File: config.mk
export PLATFORM = sky130hd
export DESIGN_NAME = sd_cmd_expect
export DESIGN_NICKNAME = d
export VERILOG_FILES = /design/src/logic/sd_resp_pkg.sv /design/src/logic/sd_cmd_expect.sv
export SDC_FILE = /design/constraint.sdc
export NUM_CORES = 1
export LEC_CHECK = 0
export ABC_AREA = 0
export BUFFER_PORTS_ARGS = -buffer_cell sky130_fd_sc_hd__buf_2
export CAP_MARGIN = 5
export CORE_MARGIN = 2
export CORE_UTILIZATION = 49
export CTS_CLUSTER_DIAMETER = 200
export CTS_CLUSTER_SIZE = 12
export DETAILED_ROUTE_END_ITERATION = 8
export PLACE_DENSITY_LB_ADDON = 0.15
export SKIP_CTS_REPAIR_TIMING = 1
export SYNTH_ARGS = -nofsm -noshare
export SYNTH_HDL_FRONTEND = slang
export SYNTH_SLANG_ARGS = --single-unit
File: constraint.sdc
create_clock -name clk_i -period 3.4 [get_ports clk_i]
set_clock_uncertainty 0.15 [all_clocks]
set_input_delay 0.34 -clock clk_i [delete_from_list [all_inputs] [get_ports clk_i]]
set_output_delay 0.34 -clock clk_i [all_outputs]
set_load 0.005 [all_outputs]
File: src/logic/sd_resp_pkg.sv
/* SD SPI response checker package
   Widths, command offsets, step counts and compare constants */

`default_nettype none

package sd_resp_pkg;

    ////////////////////////////////////////////////////////////////////////////
    // Widths and vector types
    ////////////////////////////////////////////////////////////////////////////

    localparam int unsigned DataWidth = 32;
    localparam int unsigned AddrBits  = 8;
    localparam int unsigned IdWidth   = 5;

    typedef logic [DataWidth-1:0] data_t;
    typedef logic [AddrBits-1:0]  offset_t;
    typedef logic [7:0]           cnt_t;
    // Response bit length minus one
    typedef logic [5:0]           len_t;
    typedef logic [IdWidth-1:0]   id_t;

    ////////////////////////////////////////////////////////////////////////////
    // Register offsets, one per card command
    ////////////////////////////////////////////////////////////////////////////

    localparam offset_t IdleOffset   = 8'h00;
    localparam offset_t BufferOffset = 8'h04;
    localparam offset_t BaudOffset   = 8'h08;
    localparam offset_t Cmd0Offset   = 8'h0C;
    localparam offset_t Cmd8Offset   = 8'h10;
    localparam offset_t Cmd59Offset  = 8'h14;
    localparam offset_t Cmd58Offset  = 8'h18;
    localparam offset_t Acmd41Offset = 8'h1C;
    // Plain single-block read/write range
    localparam offset_t RwMinOffset  = 8'h20;
    localparam offset_t RwMaxOffset  = 8'h7F;

    // Step counts of the data-block responses
    localparam cnt_t WrTokenCnt = 8'd68;
    localparam cnt_t RdTokenCnt = 8'd130;
    localparam cnt_t RdDataCnt  = 8'd128;
    localparam cnt_t BusyCnt    = 8'd198;

    ////////////////////////////////////////////////////////////////////////////
    // Compare words and masks
    ////////////////////////////////////////////////////////////////////////////

    // R1 with only the idle bit set
    localparam data_t R1IdleResp   = 32'h0000_0001;
    localparam data_t ReadyResp    = 32'h0000_0000;
    localparam data_t Cmd8R7Resp   = 32'h0100_0001;
    // Check pattern echoed back by CMD8
    localparam data_t Cmd8EchoResp = 32'h0000_00AA;
    localparam data_t EchoMask     = 32'h0000_00FF;
    localparam data_t Cmd58OcrResp = 32'h0100_FF80;
    localparam data_t Cmd58OcrMask = 32'hFF00_0000;
    localparam data_t WrTokenResp  = 32'h0000_0005;
    localparam data_t WrTokenMask  = 32'h0000_001F;
    // Idle line while the card is busy
    localparam data_t FillResp     = 32'hFFFF_FFFF;
    localparam data_t FillMask     = 32'h0000_0001;

    // How the response of the current step is judged
    typedef enum logic [2:0] {
        PASSTHROUGH,
        VALIDATE,
        ERROR,
        FINAL,
        CAUSE_ERROR,
        CAUSE_VALIDATION,
        CHECK_IF_DATA
    } resp_type_e;

endpackage

`default_nettype wire

File: src/logic/sd_cmd_expect.sv
/* Expected response decoder
   Registers type, compare word and mask on each SPI clock rising edge */

`timescale 1ns/10ps
`default_nettype none

module sd_cmd_expect (
    input  wire logic                   clk_i,
    input  wire logic                   arst_n_i,
    input  wire logic                   spi_clk_i,
    input  wire logic                   req_i,
    input  wire logic                   we_i,
    input  wire sd_resp_pkg::offset_t   addr_i,
    input  wire sd_resp_pkg::cnt_t      cnt_cmd_i,
    input  wire sd_resp_pkg::len_t      len_cmd_i,
    input  wire logic                   en_write_i,
    output sd_resp_pkg::resp_type_e     resp_type_o,
    output sd_resp_pkg::data_t          cmp_data_o,
    output sd_resp_pkg::data_t          cmp_mask_o
);

    import sd_resp_pkg::*;

    logic       spi_clk_q;
    logic       spi_rise;
    logic       in_rw_range;
    data_t      mask_dflt;
    resp_type_e type_d;
    data_t      cmp_d;
    data_t      mask_d;

    ////////////////////////////////////////////////////////////////////////////
    // SPI clock edge detection
    ////////////////////////////////////////////////////////////////////////////

    always_ff @(posedge clk_i or negedge arst_n_i) begin
        if (!arst_n_i) begin
            spi_clk_q <= 1'b0;
        end else begin
            spi_clk_q <= spi_clk_i;
        end
    end

    assign spi_rise = spi_clk_i && !spi_clk_q;

    // Keep the low len+1 bits of the response
    always_comb begin
        if (len_cmd_i >= len_t'(DataWidth - 1)) begin
            mask_dflt = '1;
        end else begin
            mask_dflt = ~(data_t'('1) << (len_cmd_i + 6'd1));
        end
    end

    assign in_rw_range = req_i && (addr_i >= RwMinOffset) && (addr_i <= RwMaxOffset);

    ////////////////////////////////////////////////////////////////////////////
    // Command sequence table
    ////////////////////////////////////////////////////////////////////////////

    always_comb begin
        type_d = PASSTHROUGH;
        cmp_d  = ReadyResp;
        mask_d = mask_dflt;

        case (addr_i)
            IdleOffset, BufferOffset: begin
                if (cnt_cmd_i == 8'd1) begin
                    type_d = VALIDATE;
                end
            end
            BaudOffset: begin
                type_d = we_i ? VALIDATE : ERROR;
            end
            Cmd0Offset, Cmd59Offset: begin
                if (!en_write_i) begin
                    type_d = FINAL;
                    cmp_d  = R1IdleResp;
                end
            end
            Cmd8Offset: begin
                if (cnt_cmd_i == 8'd2) begin
                    type_d = CAUSE_ERROR;
                    cmp_d  = Cmd8R7Resp;
                end else begin
                    type_d = FINAL;
                    cmp_d  = Cmd8EchoResp;
                    mask_d = EchoMask;
                end
            end
            Cmd58Offset: begin
                if (cnt_cmd_i == 8'd2) begin
                    type_d = CAUSE_ERROR;
                    cmp_d  = Cmd58OcrResp;
                    mask_d = Cmd58OcrMask;
                end else begin
                    type_d = VALIDATE;
                end
            end
            Acmd41Offset: begin
                // Init loop repeats every 8 steps until the card leaves idle
                if (cnt_cmd_i[2:0] == 3'd2) begin
                    type_d = CAUSE_VALIDATION;
                end else if (cnt_cmd_i == 8'd1) begin
                    type_d = CAUSE_ERROR;
                end
            end
            default: begin
                if (in_rw_range && we_i) begin
                    if (cnt_cmd_i == BusyCnt) begin
                        type_d = CAUSE_ERROR;
                    end else if (cnt_cmd_i == WrTokenCnt) begin
                        type_d = CAUSE_ERROR;
                        cmp_d  = WrTokenResp;
                        mask_d = WrTokenMask;
                    end else if (cnt_cmd_i == 8'd1) begin
                        type_d = ERROR;
                    end else if (cnt_cmd_i > 8'd1 && cnt_cmd_i < WrTokenCnt) begin
                        // Card still busy, line high until the end
                        type_d = CAUSE_VALIDATION;
                        cmp_d  = FillResp;
                        mask_d = FillMask;
                    end
                end else if (in_rw_range) begin
                    if (cnt_cmd_i == RdTokenCnt) begin
                        type_d = CAUSE_ERROR;
                    end else if (cnt_cmd_i == 8'd1) begin
                        type_d = ERROR;
                    end else if (cnt_cmd_i > 8'd1 && cnt_cmd_i < RdDataCnt) begin
                        type_d = CHECK_IF_DATA;
                    end
                end
            end
        endcase
    end

    always_ff @(posedge clk_i or negedge arst_n_i) begin
        if (!arst_n_i) begin
            resp_type_o <= PASSTHROUGH;
        end else if (spi_rise) begin
            resp_type_o <= type_d;
        end
    end

    always_ff @(posedge clk_i) begin
        if (spi_rise) begin
            cmp_data_o <= cmp_d;
            cmp_mask_o <= mask_d;
        end
    end

endmodule

`default_nettype wire

==> results of run 1 <==
-- routing by layer --
layer	wire length, um	GRT usage [%]	up-vias
met5	0	0	-
met3	391	4.016	8
met1	2480	28.83	912
met2	2416	30.21	98
li1	-	-	1016
met4	61	6.548	0
-- final timing paths --
| kind | endpoint | slack [ns] | cells after the start |
|---|---|---|---|
| setup / recovery | cmp_mask_o[12] | 0.91 | 6 |
| hold / removal | spi_clk_q | 0.01 | 1 |
| setup reg to reg | cmp_mask_o[22] | 1.58 | 2 |
| hold reg to reg | resp_type_o[2] | 0.42 | 2 |
| max in group asynchronous | resp_type_o[0] | 2.75 | 2 |
| min in group asynchronous | resp_type_o[2] | 0.23 | 2 |
-- final cells by class --
cell class                      count  area [sq um]
Tap cell                           67         83.83
Inverter                            6         22.52
Timing Repair Buffer              100         518.0
Fill cell                         406          1863
Clock inverter                      2         8.758
Sequential cell                    43          1271
Clock buffer                        5         68.82
Multi-Input combinational cell    159         949.7
-- metrics by stage --
stage / hold WS (ns) / cells
global placement: 0.003633 / 374
global route: 0.006565 / 382
finish: 0.01012 / 382
CTS: -0.3197 / 381
floorplan: -0.1056 / 245
detailed placement: 0.004888 / 374
-- power breakdown --
part | total [W] | internal, W | switching (W)
combinational | 0.000182 | 0.0000754 | 0.000107
clock | 0.000305 | 0.000137 | 0.000168
sequential | 0.000618 | 0.000609 | 0.00000910
total | 0.00111 | 0.000821 | 0.000284
-- kinds of logic (layout without fill, tap and decap cells) --
| kind of cell | count (synthesis) | after routing | share of synthesized area, % |
|---|---|---|---|
| AOI/OAI and AO/OA | 63 | 63 | 15.50 |
| muxes | 2 | 2 | 0.8612 |
| and+or+nand+nor | 84 | 84 | 17.63 |
| buffers and inverters | 43 | 113 | 10.38 |
| DFF | 43 | 43 | 51.47 |
| adders and majority gates | 4 | 4 | 2.026 |
| xor gates and xnor gates | 6 | 6 | 2.128 |
-- worst max-delay path, cell delays in order --
cell and delay (ns):
buf_2 0.13, or4_4 0.55, nor4_4 0.26, xor2_1 0.10, o21ai_1 0.84, nor2_1 0.12
-- cell usage in the layout (no fill, tap or decap), types with 3 or more instances in the layout --
master / Yosys / final
nand4_1: 3 / 3
buf_4: 25 / 5
dfrtp_1: 4 / 4
xor2_1: 3 / 3
clkbuf_8: 0 / 5
o21ai_0: 15 / 15
edfxtp_1: 39 / 39
a21oi_1: 24 / 24
nand2_1: 20 / 20
inv_1: 6 / 6
ha_1: 4 / 4
or3_1: 3 / 3
a21o_1: 3 / 3
nor2_1: 20 / 20
xnor2_1: 3 / 3
buf_2: 1 / 94
nor3_1: 5 / 5
nor4_1: 3 / 3
nand3_1: 11 / 11
o211ai_1: 4 / 4
nor2b_1: 5 / 4
-- Yosys cell counts, drive strengths merged --
library cell and n:
edfxtp 39, xnor2 3, o21ai 16, nand2b 2, clkbuf 11, a211o 2, nand3 11, nor2 20
a21o 3, a21oi 24, mux2 1, xor2 3, nand4 3, buf 26, inv 6, o22ai 1
nor3 5, or4 1, o2111ai 2, a211oi 1, nor2b 5, o211a 1, o31ai 1, or3 3
mux2i 1, nand3b 2, or4b 1, a22oi 1, nand4b 1, a31oi 2, nand2 20, a41oi 2
dfrtp 4, and2 3, nor4 4, o211ai 4, a21boi 1, nor3b 1, ha 4, and3 2
o311ai 1, a311o 1
-- registers in the layout (all words and copies together), names as in the netlist --
name / count
cmp_data_o: 7
resp_type_o: 3
cmp_mask_o: 32
spi_clk_q: 1
==> flow_metrics.tcl, run 1 <==
set metrics [dict create \
    pre_cts_ws_ns 0.5865 \
    path_max_fanout 16 \
    fin_crit_ns 2.486 \
    antenna_found_initial 0 \
    cp-startpoint "cnt_cmd_i[2]" \
    root_buffer "clkbuf_8" \
    antenna_cells 0 \
    io_pins 95 \
    synth_nets 277 \
    rows 25 \
    dr.pass1.iters 5 \
    cts-buffers-inserted 5 \
    dieWidth_um 75.00 \
    synthToLayoutAreaGrowth_pct 18.34 \
    first_iter_violations 177 \
    r2r_start "spi_clk_q" \
    fmax_ghz 0.4022 \
    finalSetupTns_ns 0 \
    synth.top_cell.area_share_pct 47.42 \
    dpl-instance-area_sq_um 2835 \
    synth_top_cell_by_area "edfxtp_1" \
    vias 2034 \
    first_global_vias 1724 \
    critPathRequiredTime_ns 3.26 \
    period_share_pct 73.12 \
    cts.sinks 43 \
    yosysUniqueCellTypes 46 \
    drt-total-wl_um 5349 \
    layout_setup_ws_ns 0.9139 \
    synth.area.top_cells "edfxtp_1 47%, buf_4 7.6%, a21oi_1 4.9%" \
    finalSetupViolCount 0 \
    utilization_pct 61.07 \
    ys_ff_latch 43 \
    cts_tree "yes" \
    clk_latency_ns 0.30 \
    dieArea_sq_um 5624 \
    design_area_sq_um 2923 \
    hold_viol_final 0 \
    drive_gt1_share_pct 34.60 \
    initial_core_util_pct 51.61 \
    worst_pin_slew_ns 1.083 \
    worstHoldStart "spi_clk_i" \
    status "finished, final reports clean" \
    hp-class "input pin to flip-flop" \
    fin_nets 347 \
    grt-ovfl-total 0 \
    syn_avg_cell_area_sq_um 10.08 \
    drv_cap 0 \
    setup.worst_path.start_class "input pin" \
    drv_slew 0 \
    rsz0062_at_grt "false" \
    clk_pin_slew_ns 0.08 \
    drc 0 \
    grt_pass1_wl_um 8362 \
    synth-seq-area-share_pct 51.47 \
    critPathKind "input pin to flip-flop" \
    grt_max_degree 29 \
    power_density_nw_per_um2 378.2 \
    synth_cells 245 \
    die_h_um 75.00 \
    p_leak_nw 1.247 \
    htreeDepth 2 \
    worstPathArrival_ns 2.35 \
    yosysWarnings 0 \
    vias_per_cell 5.325 \
    dpl.hpwl_um 3926 \
    grt_usage_pct 19.93 \
    ant_nets 0 \
    fp.coreArea_sq_um 4786 \
    setup.worst_path.end_class "flip-flop" \
    fin_total_pwr_w 0.001106 \
    gp_congestion 0.8768 \
    routedWlPerCell_um 14.00 \
    slew_headroom_pct 27.30 \
    ir_drop_uv 218.1 \
    port_buffers 94 \
    synth.cell_area_sq_um 2470 \
    clockBufferDepth 2 \
]
Power figures use the tool's default switching activity.
==> inputs of run 2 (changes only) <==
--- a/config.mk
+++ b/config.mk
@@ -5,11 +5,11 @@
 export SDC_FILE = /design/constraint.sdc
 export NUM_CORES = 1
 export LEC_CHECK = 0
-export ABC_AREA = 0
+export ABC_AREA = 1
 export BUFFER_PORTS_ARGS = -buffer_cell sky130_fd_sc_hd__buf_2
 export CAP_MARGIN = 5
 export CORE_MARGIN = 2
-export CORE_UTILIZATION = 49
+export CORE_UTILIZATION = 50
 export CTS_CLUSTER_DIAMETER = 200
 export CTS_CLUSTER_SIZE = 12
 export DETAILED_ROUTE_END_ITERATION = 8
==> constraint.sdc (replaced) <==
create_clock -name clk_i -period 2.3 [get_ports clk_i]
set_clock_uncertainty 0.15 [all_clocks]
set_input_delay 0.23 -clock clk_i [delete_from_list [all_inputs] [get_ports clk_i]]
set_output_delay 0.23 -clock clk_i [all_outputs]
set_load 0.005 [all_outputs]
==> flow_metrics.tcl, run 2 <==
set metrics [dict create \
    synth-edff-count 39 \
    synth_simple_gate_area_share_pct 31.16 \
    regArea_sq_um 1271 \
    synth_compound_area_share_pct 5.974 \
    timing.hold.ws_ns 0.1099 \
    hp-class "input pin to asynchronous set/reset pin" \
    synthToLayoutAreaGrowth_pct 19.21 \
    gp_congestion 0.9201 \
    drv_cap 0 \
    yosysWarnings 0 \
    cts-buffers-inserted 5 \
    path_max_fanout 10 \
    dpl.cell_count 486 \
    htreeDepth 2 \
    synth_ff_type "edfxtp_1" \
    cts_tree "yes" \
    vias_per_cell 4.782 \
    clk_latency_ns 0.29 \
    fill_cells 467 \
    yosysUniqueCellTypes 24 \
    root_buffer "clkbuf_8" \
    synth_commonest_cells "89 x nand2_1, 55 x nor2_1, 45 x inv_1" \
    multi_input_area_sq_um 1069 \
    final_common_cell "buf_2" \
    fp.coreArea_sq_um 5172 \
    layout_common_cells "94 x buf_2, 89 x nand2_1, 54 x nor2_1, 45 x inv_1, 39 x edfxtp_1" \
    ant_nets 0 \
    io_pins 95 \
    clockBufferDepth 2 \
    critPathRequiredTime_ns 2.21 \
    port_buffers 94 \
    fin_crit_ns 1.674 \
    setup.worst_path.end_class "flip-flop" \
    syn_avg_cell_area_sq_um 7.846 \
    grt_max_degree 26 \
    dpl-instance-area_sq_um 3093 \
    finalSetupViolCount 0 \
    setup.worst_path.start_class "input pin" \
    status "finished, final reports clean" \
    critPathKind "input pin to flip-flop" \
    clk_pin_slew_ns 0.08 \
    synth_nets 379 \
    design_area_sq_um 3246 \
    synth_top_cell_by_area "edfxtp_1" \
    synth.area.top_cells "edfxtp_1 43%, nand2_1 12%, nor2_1 7.6%" \
    synth_top_family_by_area "simple AND/OR/NAND/NOR gates" \
    fin_nets 457 \
    drc 0 \
    power_density_nw_per_um2 578.4 \
    antenna_found_initial 0 \
    slew_headroom_pct 78.03 \
    die_h_um 77.79 \
    drive_gt1_share_pct 30.75 \
    cts.sinks 43 \
    synthXorXnorAreaFrac_pct 0 \
    grt_pass1_wl_um 9080 \
    antenna_cells 0 \
    initial_core_util_pct 52.64 \
    period_share_pct 72.77 \
    ys_ff_latch 43 \
    routedWlPerCell_um 11.13 \
    first_global_vias 2061 \
    finalSetupTns_ns 0 \
    fmax_ghz 0.5975 \
    dr.pass1.iters 4 \
    first_iter_violations 147 \
    reg.largest.list "cmp_mask_o: 32 flops, cmp_data_o: 7 flops, resp_type_o: 3 flops" \
    drt-total-wl_um 5522 \
    largest-register "cmp_mask_o" \
    rows 26 \
    synth_cells 347 \
    grt-ovfl-total 0 \
    drv_slew 0 \
    worst_pin_slew_ns 0.3296 \
    worstPathArrival_ns 1.58 \
    ir_drop_uv 406.4 \
    grt_usage_pct 18.80 \
    vias 2372 \
    fin_cells 496 \
    rsz0062_at_grt "false" \
    synth_most_common_cell "nand2_1" \
    synth.cell_area_sq_um 2723 \
    muxShareOfSynthArea_pct 0 \
    dieWidth_um 77.79 \
    dpl.hpwl_um 4305 \
    synthAdderAreaFrac_pct 1.838 \
    dieArea_sq_um 6051 \
    p_leak_nw 1.648 \
    synth-seq-area-share_pct 46.69 \
    hold_viol_final 0 \
    largest_reg_flops 32 \
    async_flop_share_pct 9.302 \
    synth.top_cell.area_share_pct 43.01 \
]
run 2: changes by cell type in the layout (fill, tap and decap cells not counted), sizes merged, moves of 4 or more:
cell / before / now
nand2: 20 / 95
nor2: 20 / 72
inv: 6 / 47
nand3: 11 / 19
o21ai: 16 / 9
a21oi: 24 / 18
nor2b: 5 / 0
nor3: 5 / 1
nor4: 4 / 0
run 2: layout make-up:
type,instances,area share (%)
Timing Repair Buffer,98,15.57
Clock inverter,2,1.850
Clock buffer,6,2.236
Inverter,48,5.551
Sequential cell,43,39.17
Multi-Input combinational cell,229,32.92
Tap cell,70,2.699
run 2: worst paths after layout:
path / from / to / slack, ns / cells past startpoint
min: arst_n_i / resp_type_o[2] / 0.11 / 2
max reg2reg: spi_clk_q / resp_type_o[2] / 0.83 / 7
min in group clk_i: len_cmd_i[5] / cmp_mask_o[15] / 0.22 / 3
min reg2reg: resp_type_o[1] / resp_type_o[1] / 0.34 / 2
max: len_cmd_i[1] / cmp_mask_o[1] / 0.63 / 11
max in group asynchronous: arst_n_i / resp_type_o[1] / 1.78 / 2
run 2: power by group:
group | switching, W | internal (W)
logic | 0.000172 | 0.000109
clock network | 0.000254 | 0.000434
registers | 0.0000111 | 0.000897
total | 0.000437 | 0.00144
run 2: metrics by stage:
step                utilization, %  total power, W  setup slack [ns]
finish                       62.75        0.001877            0.6264
detailed placement           59.80        0.001204            0.3439
global route                 62.75        0.001958            0.4926
CTS                          62.36        0.001887            0.6676
floorplan                        -        0.001104            0.1568
global placement             59.80        0.001201            0.4104
run 2: kinds of logic (layout without fill, tap and decap cells):
| group | Yosys count | in the layout |
|---|---|---|
| simple gates | 194 | 194 |
| flops | 43 | 43 |
| compound gates | 31 | 31 |
| fa+ha+maj | 4 | 4 |
| buf+inv | 75 | 154 |
run 2: routing by layer:
metal	track usage, %	vias to the layer above	wire (um)
met5	0	-	0
met4	5.536	0	86
met3	3.721	10	381
met2	29.48	93	2321
met1	26.46	1036	2732
li1	-	1233	-
run 2: critical path: stages:
cell and delay, ns:
buf_2 0.14, ha_1 0.22, inv_1 0.05, nand2_1 0.05, nand2_1 0.18, nor2_2 0.23
nand2_1 0.12, nor2_1 0.15, nand2_1 0.07, nand3_1 0.08, nand2_1 0.05
